[src/logic/mdu_pkg.sv]
/*
 * Multiply/divide unit shared definitions.
 * Data widths, opcode encoding, register map, control and status
 * bit positions, and the multiplier unroll factor.
 */

package mdu_pkg;

    // --------------------------------------------------
    // Data widths
    // --------------------------------------------------
    localparam int xlen = 64;
    localparam int wlen = 32;      // Width of the W forms

    // --------------------------------------------------
    // Iteration control
    // --------------------------------------------------
    localparam int mul_unroll = 4;                    // Must divide 32
    localparam int mul_steps  = xlen / mul_unroll;    // Full-width cycles
    localparam int mul_ctr_w  = $clog2(mul_steps + 1);
    localparam int div_ctr_w  = $clog2(xlen + 1);

    // --------------------------------------------------
    // Opcode encoding
    // --------------------------------------------------
    localparam int ctrl_op_w = 4;

    // Bit 2 set selects the divider
    typedef enum logic [ctrl_op_w-1:0] {
        op_mul    = 4'd0,
        op_mulh   = 4'd1,
        op_mulhsu = 4'd2,
        op_mulhu  = 4'd3,
        op_div    = 4'd4,
        op_divu   = 4'd5,
        op_rem    = 4'd6,
        op_remu   = 4'd7
    } mdu_op_e;

    // --------------------------------------------------
    // Register map (64-bit word addresses)
    // --------------------------------------------------
    localparam logic [2:0] addr_rs1    = 3'd0;
    localparam logic [2:0] addr_rs2    = 3'd1;
    localparam logic [2:0] addr_ctrl   = 3'd2;
    localparam logic [2:0] addr_result = 3'd3;
    localparam logic [2:0] addr_status = 3'd4;

    // Control word fields
    localparam int ctrl_op_lsb    = 0;    // ctrl_op_w bits
    localparam int ctrl_word_bit  = 4;    // W form
    localparam int ctrl_abort_bit = 8;    // Abort, not stored

    // Status word fields
    localparam int stat_busy_bit = 0;
    localparam int stat_done_bit = 1;

endpackage

[src/logic/mdu_multiplier.sv]
/*
 * Iterative shift-add multiplier.
 * Retires mul_unroll multiplier bits per cycle into a 128-bit
 * accumulator; returns low or high product half, or a W result.
 */

`timescale 1ns/1ps

module mdu_multiplier (
    input  logic                     g_clk,
    input  logic                     rst,
    input  logic                     start,
    input  logic                     abort,
    input  mdu_pkg::mdu_op_e         op,
    input  logic                     op_word,
    input  logic [mdu_pkg::xlen-1:0] rs1,
    input  logic [mdu_pkg::xlen-1:0] rs2,
    output logic                     done,
    output logic [mdu_pkg::xlen-1:0] result
);

    import mdu_pkg::*;

    logic [2*xlen-1:0]  acc;        // {high, low} partial product
    logic [2*xlen-1:0]  acc_nxt;
    logic [xlen-1:0]    mcand;      // Multiplicand, extended for W forms
    logic [xlen-1:0]    mplier;     // Shifts right by mul_unroll each step
    logic [mul_ctr_w-1:0] ctr;      // Steps left
    logic               run;
    logic               a_signed;
    logic               b_signed;
    logic [xlen-1:0]    a_in;
    logic [xlen-1:0]    b_in;

    assign a_signed = (op == op_mulh) || (op == op_mulhsu);
    assign b_signed = (op == op_mulh);

    // W forms take the low word, extended per operand signedness
    assign a_in = op_word ? {{wlen{a_signed & rs1[wlen-1]}}, rs1[wlen-1:0]} : rs1;
    assign b_in = op_word ? {{wlen{b_signed & rs2[wlen-1]}}, rs2[wlen-1:0]} : rs2;

    // --------------------------------------------------
    // One step: mul_unroll partial products
    // --------------------------------------------------
    always_comb begin
        logic [xlen:0] hi_ext;
        logic [xlen:0] add_ext;
        logic [xlen:0] sum;
        logic          sub;

        acc_nxt = acc;
        for (int i = 0; i < mul_unroll; i++) begin
            // Top bit of a signed multiplier carries negative weight
            sub     = b_signed && (ctr == 1) && (i == mul_unroll - 1) && mplier[i];
            hi_ext  = {a_signed & acc_nxt[2*xlen-1], acc_nxt[2*xlen-1:xlen]};
            add_ext = mplier[i] ? {a_signed & mcand[xlen-1], mcand} : '0;
            sum     = sub ? hi_ext - add_ext : hi_ext + add_ext;
            acc_nxt = {sum, acc_nxt[xlen-1:1]};
        end
    end

    // --------------------------------------------------
    // Control
    // --------------------------------------------------
    always_ff @(posedge g_clk) begin
        if (rst || abort) begin
            run  <= 1'b0;
            done <= 1'b0;
            ctr  <= '0;
        end else begin
            done <= 1'b0;
            if (start) begin
                run <= 1'b1;
                ctr <= op_word ? mul_ctr_w'(wlen / mul_unroll) : mul_ctr_w'(mul_steps);
            end else if (run) begin
                if (ctr == 0) begin
                    run  <= 1'b0;
                    done <= 1'b1;      // Extra cycle after the last step
                end else begin
                    ctr <= ctr - 1'b1;
                end
            end
        end
    end

    // Datapath
    always_ff @(posedge g_clk) begin
        if (start) begin
            acc    <= '0;
            mcand  <= a_in;
            mplier <= b_in;
        end else if (run && ctr != 0) begin
            acc    <= acc_nxt;
            mplier <= mplier >> mul_unroll;
        end
    end

    // W result sits in acc[63:32] after 32 shifts
    assign result = op_word        ? {{wlen{acc[xlen-1]}}, acc[xlen-1:wlen]} :
                    (op == op_mul) ? acc[xlen-1:0] :
                                     acc[2*xlen-1:xlen];

    // --------------------------------------------------
    // Checks
    // --------------------------------------------------
    a_run_done_excl: assert property (@(posedge g_clk) disable iff (rst)
        !(run && done));

    // Bus block must not restart a running multiply
    a_start_idle: assert property (@(posedge g_clk) disable iff (rst)
        start |-> !run);

endmodule

[src/logic/mdu_divider.sv]
/*
 * Iterative restoring divider.
 * Divides operand magnitudes one quotient bit per cycle, then
 * applies the sign rules to give quotient or remainder.
 */

`timescale 1ns/1ps

module mdu_divider (
    input  logic                     g_clk,
    input  logic                     rst,
    input  logic                     start,
    input  logic                     abort,
    input  mdu_pkg::mdu_op_e         op,
    input  logic                     op_word,
    input  logic [mdu_pkg::xlen-1:0] rs1,
    input  logic [mdu_pkg::xlen-1:0] rs2,
    output logic                     done,
    output logic [mdu_pkg::xlen-1:0] result
);

    import mdu_pkg::*;

    logic                 run;
    logic [div_ctr_w-1:0] ctr;        // Quotient bits left
    logic [xlen-1:0]      rem;        // Partial remainder
    logic [xlen-1:0]      quo;        // Dividend in, quotient out
    logic [xlen-1:0]      dsor;       // Divisor magnitude
    logic                 neg_q;
    logic                 neg_r;

    logic                 is_signed;
    logic                 is_rem;
    logic                 sign_a;
    logic                 sign_b;
    logic                 b_nz;
    logic [xlen-1:0]      a_ext;
    logic [xlen-1:0]      b_ext;
    logic [xlen-1:0]      a_mag;
    logic [xlen-1:0]      b_mag;
    logic [xlen:0]        rem_sh;
    logic [xlen:0]        diff;
    logic [xlen-1:0]      q_fix;
    logic [xlen-1:0]      r_fix;
    logic [xlen-1:0]      pick;

    assign is_signed = (op == op_div) || (op == op_rem);
    assign is_rem    = (op == op_rem) || (op == op_remu);

    // --------------------------------------------------
    // Operand magnitudes
    // --------------------------------------------------
    assign sign_a = is_signed && (op_word ? rs1[wlen-1] : rs1[xlen-1]);
    assign sign_b = is_signed && (op_word ? rs2[wlen-1] : rs2[xlen-1]);
    assign a_ext  = op_word ? {{wlen{sign_a}}, rs1[wlen-1:0]} : rs1;
    assign b_ext  = op_word ? {{wlen{sign_b}}, rs2[wlen-1:0]} : rs2;
    assign a_mag  = sign_a ? -a_ext : a_ext;
    assign b_mag  = sign_b ? -b_ext : b_ext;
    assign b_nz   = |b_ext;

    // Restoring step with the borrow in the top bit of diff
    assign rem_sh = {rem, quo[xlen-1]};
    assign diff   = rem_sh - {1'b0, dsor};

    // --------------------------------------------------
    // Control
    // --------------------------------------------------
    always_ff @(posedge g_clk) begin
        if (rst || abort) begin
            run  <= 1'b0;
            done <= 1'b0;
            ctr  <= '0;
        end else begin
            done <= 1'b0;
            if (start) begin
                run <= 1'b1;
                ctr <= op_word ? div_ctr_w'(wlen) : div_ctr_w'(xlen);
            end else if (run) begin
                if (ctr == 0) begin
                    run  <= 1'b0;
                    done <= 1'b1;
                end else begin
                    ctr <= ctr - 1'b1;
                end
            end
        end
    end

    // Datapath
    always_ff @(posedge g_clk) begin
        if (start) begin
            rem   <= '0;
            // W dividend goes to the top so its bits shift out first
            quo   <= op_word ? {a_mag[wlen-1:0], {wlen{1'b0}}} : a_mag;
            dsor  <= op_word ? {{wlen{1'b0}}, b_mag[wlen-1:0]} : b_mag;
            neg_q <= (sign_a ^ sign_b) && b_nz;   // x/0 keeps all ones
            neg_r <= sign_a;
        end else if (run && ctr != 0) begin
            if (!diff[xlen]) begin
                rem <= diff[xlen-1:0];
                quo <= {quo[xlen-2:0], 1'b1};
            end else begin
                rem <= rem_sh[xlen-1:0];          // Restore
                quo <= {quo[xlen-2:0], 1'b0};
            end
        end
    end

    // --------------------------------------------------
    // Sign correction
    // --------------------------------------------------
    // Overflow case needs no special path since |min| / 1 is min
    assign q_fix  = neg_q ? -quo : quo;
    assign r_fix  = neg_r ? -rem : rem;
    assign pick   = is_rem ? r_fix : q_fix;
    assign result = op_word ? {{wlen{pick[wlen-1]}}, pick[wlen-1:0]} : pick;

    // Last step ends the run so the counter cannot wrap
    a_ctr_no_wrap: assert property (@(posedge g_clk) disable iff (rst)
        (run && ctr == 0) |=> !run);

endmodule

[src/logic/mdu_wb_regs.sv]
/*
 * Wishbone classic register block for the multiply/divide unit.
 * Holds operands, control and result, starts the selected unit,
 * and tracks busy and done for the host.
 */

`timescale 1ns/1ps

module mdu_wb_regs (
    input  logic                     g_clk,
    input  logic                     rst,
    input  logic                     wb_cyc,
    input  logic                     wb_stb,
    input  logic                     wb_we,
    input  logic [2:0]               wb_adr,
    input  logic [mdu_pkg::xlen-1:0] wb_dat_i,
    output logic [mdu_pkg::xlen-1:0] wb_dat_o,
    output logic                     wb_ack,
    output logic                     mul_start,
    output logic                     div_start,
    output logic                     abort,
    output mdu_pkg::mdu_op_e         op,
    output logic                     op_word,
    output logic [mdu_pkg::xlen-1:0] rs1,
    output logic [mdu_pkg::xlen-1:0] rs2,
    input  logic                     mul_done,
    input  logic                     div_done,
    input  logic [mdu_pkg::xlen-1:0] mul_result,
    input  logic [mdu_pkg::xlen-1:0] div_result
);

    import mdu_pkg::*;

    logic            req;          // New access, not yet acked
    logic            wr;
    logic            wr_ctrl;
    logic            ctrl_abort;
    mdu_op_e         new_op;
    logic            busy;
    logic            done_flag;
    logic [xlen-1:0] result_q;
    logic [xlen-1:0] ctrl_rd;
    logic [xlen-1:0] stat_rd;

    assign req        = wb_cyc && wb_stb && !wb_ack;
    assign wr         = req && wb_we;
    assign wr_ctrl    = wr && (wb_adr == addr_ctrl);
    assign ctrl_abort = wb_dat_i[ctrl_abort_bit];
    assign new_op     = mdu_op_e'(wb_dat_i[ctrl_op_lsb +: ctrl_op_w]);

    // --------------------------------------------------
    // Bus handshake, ack one cycle after request
    // --------------------------------------------------
    always_ff @(posedge g_clk) begin
        if (rst) begin
            wb_ack <= 1'b0;
        end else begin
            wb_ack <= req;
        end
    end

    // Operands locked while a unit runs
    always_ff @(posedge g_clk) begin
        if (wr && !busy) begin
            if (wb_adr == addr_rs1) rs1 <= wb_dat_i;
            if (wb_adr == addr_rs2) rs2 <= wb_dat_i;
        end
    end

    // --------------------------------------------------
    // Start, abort and completion
    // --------------------------------------------------
    always_ff @(posedge g_clk) begin
        if (rst) begin
            op        <= op_mul;
            op_word   <= 1'b0;
            mul_start <= 1'b0;
            div_start <= 1'b0;
            abort     <= 1'b0;
            busy      <= 1'b0;
            done_flag <= 1'b0;
            result_q  <= '0;
        end else begin
            mul_start <= 1'b0;
            div_start <= 1'b0;
            abort     <= 1'b0;
            if (wr_ctrl && ctrl_abort) begin
                abort     <= 1'b1;         // Accepted even while busy
                busy      <= 1'b0;
                done_flag <= 1'b0;
            end else if (wr_ctrl && !busy) begin
                op        <= new_op;
                op_word   <= wb_dat_i[ctrl_word_bit];
                mul_start <= !new_op[2];
                div_start <= new_op[2];
                busy      <= 1'b1;
                done_flag <= 1'b0;
            end else if (busy && (mul_done || div_done)) begin
                result_q  <= mul_done ? mul_result : div_result;
                busy      <= 1'b0;
                done_flag <= 1'b1;
            end
        end
    end

    // Read mux
    always_comb begin
        ctrl_rd = '0;
        ctrl_rd[ctrl_op_lsb +: ctrl_op_w] = op;
        ctrl_rd[ctrl_word_bit] = op_word;
        stat_rd = '0;
        stat_rd[stat_busy_bit] = busy;
        stat_rd[stat_done_bit] = done_flag;
        case (wb_adr)
            addr_rs1:    wb_dat_o = rs1;
            addr_rs2:    wb_dat_o = rs2;
            addr_ctrl:   wb_dat_o = ctrl_rd;
            addr_result: wb_dat_o = result_q;
            addr_status: wb_dat_o = stat_rd;
            default:     wb_dat_o = '0;
        endcase
    end

    // --------------------------------------------------
    // Checks
    // --------------------------------------------------
    a_ack_in_cycle: assert property (@(posedge g_clk) disable iff (rst)
        wb_ack |-> (wb_cyc && wb_stb));

    // Only the started unit may finish
    a_one_done: assert property (@(posedge g_clk) disable iff (rst)
        !(mul_done && div_done));

endmodule

[src/logic/mdu_top.sv]
/*
 * Multiply/divide unit top level.
 * Wishbone register block driving the multiplier and divider.
 */

`timescale 1ns/1ps

module mdu_top (
    input  logic                     g_clk,
    input  logic                     rst,
    input  logic                     wb_cyc,
    input  logic                     wb_stb,
    input  logic                     wb_we,
    input  logic [2:0]               wb_adr,
    input  logic [mdu_pkg::xlen-1:0] wb_dat_i,
    output logic [mdu_pkg::xlen-1:0] wb_dat_o,
    output logic                     wb_ack
);

    import mdu_pkg::*;

    logic            mul_start;
    logic            div_start;
    logic            abort;
    mdu_op_e         op;
    logic            op_word;
    logic [xlen-1:0] rs1;
    logic [xlen-1:0] rs2;
    logic            mul_done;
    logic            div_done;
    logic [xlen-1:0] mul_result;
    logic [xlen-1:0] div_result;

    mdu_wb_regs u_regs (
        .g_clk      (g_clk),
        .rst        (rst),
        .wb_cyc     (wb_cyc),
        .wb_stb     (wb_stb),
        .wb_we      (wb_we),
        .wb_adr     (wb_adr),
        .wb_dat_i   (wb_dat_i),
        .wb_dat_o   (wb_dat_o),
        .wb_ack     (wb_ack),
        .mul_start  (mul_start),
        .div_start  (div_start),
        .abort      (abort),
        .op         (op),
        .op_word    (op_word),
        .rs1        (rs1),
        .rs2        (rs2),
        .mul_done   (mul_done),
        .div_done   (div_done),
        .mul_result (mul_result),
        .div_result (div_result)
    );

    mdu_multiplier u_mul (
        .g_clk   (g_clk),
        .rst     (rst),
        .start   (mul_start),
        .abort   (abort),
        .op      (op),
        .op_word (op_word),
        .rs1     (rs1),
        .rs2     (rs2),
        .done    (mul_done),
        .result  (mul_result)
    );

    mdu_divider u_div (
        .g_clk   (g_clk),
        .rst     (rst),
        .start   (div_start),
        .abort   (abort),
        .op      (op),
        .op_word (op_word),
        .rs1     (rs1),
        .rs2     (rs2),
        .done    (div_done),
        .result  (div_result)
    );

endmodule

[config.mk]
export PLATFORM = sky130hd
export DESIGN_NAME = mdu_top
export DESIGN_NICKNAME = d
export VERILOG_FILES = /design/src/logic/mdu_pkg.sv /design/src/logic/mdu_multiplier.sv /design/src/logic/mdu_divider.sv /design/src/logic/mdu_wb_regs.sv /design/src/logic/mdu_top.sv
export SDC_FILE = /design/constraint.sdc
export NUM_CORES = 2
export LEC_CHECK = 0
export BUFFER_PORTS_ARGS = -buffer_cell sky130_fd_sc_hd__buf_2
export CORE_MARGIN = 4
export CORE_UTILIZATION = 59
export CTS_CLUSTER_DIAMETER = 100
export DETAILED_ROUTE_END_ITERATION = 10
export PLACE_DENSITY = 0.9
export SETUP_SLACK_MARGIN = 0.15
export SYNTH_ARGS = -nofsm -noshare
export SYNTH_HDL_FRONTEND = slang
export SYNTH_SLANG_ARGS = --single-unit
[constraint.sdc]
create_clock -name g_clk -period 10.8 [get_ports g_clk]
set_input_delay 2.16 -clock g_clk [delete_from_list [all_inputs] [get_ports g_clk]]
set_output_delay 2.16 -clock g_clk [all_outputs]
set_load 0.01 [all_outputs]
==> impl_metrics.yaml <==
layout:
  layout_common_cells: "721 x nand2_1, 689 x a21oi_1, 629 x nor2_1"
  fillerInstances: 7712
  area_growth_pct: 7.24
  instances_no_fill: 8006
  nets: 7122
  final_common_cell: "nand2_1"
  drive_gt1_share_pct: 6.63
synth:
  synth_flop_cell: "edfxtp_1"
  async_reset_ff_share_pct: 0
  synthCells: 6816
  netlist.area_leader.share_pct: 21.0
  ys.warnings.count: 0
  ys_seq_area_share_pct: 31.3
  synth-edff-count: 386
  ys_seq_elements: 669
  synth_area_leaders: "edfxtp_1 21%, dfxtp_1 10%, ha_1 7.7%, a21oi_1 6.3%, xnor2_1 5.9%"
  yosysTopAreaCell: "edfxtp_1"
  synth_cell_types: 94
  syn_area_per_cell_um2: 8.09
  postSynthNetCount: 7234
  synthesis.area_um2: 55100
sta:
  slew_headroom_pct: 9.43
  fmax_mhz: 97.9
  grt_setup_unrepaired: "yes"
  period_share_pct: 94.6
  final.setup.tns_ns: 0
  setup_viol: 0
  layout_setup_ws_ns: 0.584
  tightest_slew_ns: 1.36
  drv_slew: 0
  period_minus_slack_ns: 10.22
  hold_viol_final: 0
  clock_skew_ns: 0.0327
clock_network:
  ctsHoldBuffers: 0
  cts_tree: "yes"
  cts-buffers-inserted: 69
  clock_path_buffers: 3
  cts.sinks: 669
  cts_root_buf: "clkbuf_16"
  clock_latency_ns: 0.63
  ctsHtreeMaxLevel: 3
  clk_pin_slew_ns: 0.07
worst_setup_path:
  path_class: "register to register"
  crit_arrival_ns: 10.72
  crit_start: "u_mul.mcand[0]"
  worst_path_largest_cell_delay_ns: 0.44
  crit_slowest_cell: "edfxtp_1"
  crit_path_end: "u_mul.acc[127]"
  reg2reg_from: "u_mul.mcand[0]"
  worstPathRequired_ns: 11.30
  r2r_slack_ns: 0.58
  worstReg2RegEnd: "u_mul.acc[127]"
  r2r_cells: 45
  end_kind: "register"
  crit_path_start_kind: "register"
  path_depth: 45
  path_delay_family: "compound AO/OA/AOI/OAI gates"
  path_max_fanout: 6
  cp.buffers_inverters: 1
global_routing:
  grt_max_degree: 178
  grt_pass1_vias: 49300
  grt_remaining_overflow: 0
  antenna_found_initial: 10
  grtUsageTotal_pct: 36.4
  grt_pass1_wl_mm: 284
power_and_ir_drop:
  clkPwrFrac_pct: 18.4
  swShare_pct: 45.6
  powerDensity_nw_per_um2: 238
  pwr-share-seq_pct: 21.6
  p_comb_share_pct: 60.0
  ir_drop_v: 0.000160
  netSwitchingPower_uw: 6400
  p_int_uw: 7640
  power.leakage_uw: 0.0240
placed_design:
  dp.cells: 7875
  pre_cts_slack_ns: 0.134
  gp_congestion: 1.04
  port_buffers: 136
  place_hpwl_mm: 141
floorplanning:
  fp.dieW_um: 314
  initial_core_util_pct: 59.8
  chipHeight_um: 314
  core_area_um2: 92200
  die-area_um2: 98400
  io_pins: 137
  placementRows: 111
status:
  run_status: "complete, no violations"
min_path:
  min_from: "u_regs.result_q[57]"
  holdCritPathClass: "register to register"
  worst_hold_path.num_cells: 2
route:
  drtIter0Drc: 7695
  vias: 53300
  ant_nets: 0
  drt-pass1-iter-count: 9
  drt-total-wl_mm: 186
  viasPerCell: 6.65
  wire_per_inst_um: 23.3
  drc: 0
job:
  max-cap-violations: 0
state kept, by name, indices dropped and copies added, names as in the netlist, 4 cells and up:
register and flops:
u_mul.mplier 64, u_regs.op 4, u_regs.result_q 64, u_div.dsor 64, u_div.ctr 7, u_regs.rs2 64
u_mul.ctr 5, u_mul.acc 128, u_mul.mcand 64, u_div.quo 64, u_regs.rs1 64, u_div.rem 64
synth_stat cells (207+ instances only):
master	n
ha_1	341
dfxtp_1	283
a21oi_1	692
nand2_1	722
nor2_1	630
clkbuf_1	337
and2_1	217
inv_1	264
xnor2_1	370
edfxtp_1	386
a21o_1	207
o21ai_0	358
layer usage:
layer  vias to the layer above  global-route usage (%)  share of wire, %
li1                      24400                       -                 -
met1                     24800                    49.6                39
met2                      3508                    56.5                43
met3                       580                    6.25                12
met4                         6                    17.1               5.6
met5                         -                       0             0.021
metrics by stage:
step	hold slack (ns)	utilization, %	power [µW]	cell area [µm²]
after global routing	0.481	64.1	14900	59100
after floorplan	0.424	-	9300	55100
after detailed placement	0.453	61.3	11100	56500
after global placement	0.430	61.3	11000	56500
final	0.465	64.1	14000	59100
after CTS	0.468	63.9	13700	58900
power groups by stage:
stage | clock network [µW] | logic, µW | registers, µW
2_1_floorplan | 0 | 6320 | 2980
3_3_place_gp | 0 | 7960 | 3070
3_5_place_dp | 0 | 8020 | 3070
4_1_cts | 2580 | 8110 | 3020
5_1_grt | 2690 | 9180 | 3040
6_report | 2580 | 8430 | 3030
final cells by class:
class | count | area, µm² | area share (%)
well taps | 1243 | 1560 | 2.63
inverters | 266 | 1000 | 1.69
diodes | 3 | 7.51 | 0.0127
repair buffers | 203 | 1230 | 2.08
multi-input cells | 5495 | 35600 | 60.3
flip-flops and latches | 669 | 17300 | 29.2
clock inverters | 38 | 468 | 0.792
clock buffers | 89 | 1960 | 3.31
cells by family (layout without fill, tap and decap cells):
kind of cell	after synthesis	in the layout	share of synthesized area, %
AOI/OAI and AO/OA	2079	2079	23.5
xor gates and xnor gates	568	568	9.03
adders and majority gates	346	346	7.92
buffers and inverters	652	596	4.48
DFF	669	669	31.3
muxes	227	227	4.28
other	0	3	0
and+or+nand+nor	2275	2275	19.5
what timing repair did:
item                                   CTS  global route
setup endpoints to repair                1            16
cloned                                   0             0
endpoints found under the hold margin    0             0
setup buffers                            0             1
pin swaps                                0             1
gates resized for setup                  3            30
worst min-delay path, stage by stage, from the launching register on:
cell and delay [ns]:
dfxtp_1 0.31, nand2_1 0.05, a21oi_1 0.05
how the worst min path moves through the flow:
stage,to,slack [ns]
after floorplan,u_mul.mcand[31],0.42
after global placement,u_regs.wb_ack,0.43
after detailed placement,u_mul.acc[2],0.45
after CTS,u_regs.result_q[57],0.47
after global routing,u_regs.result_q[0],0.48
final,u_regs.result_q[57],0.46
(Power assumes the default switching activity.)
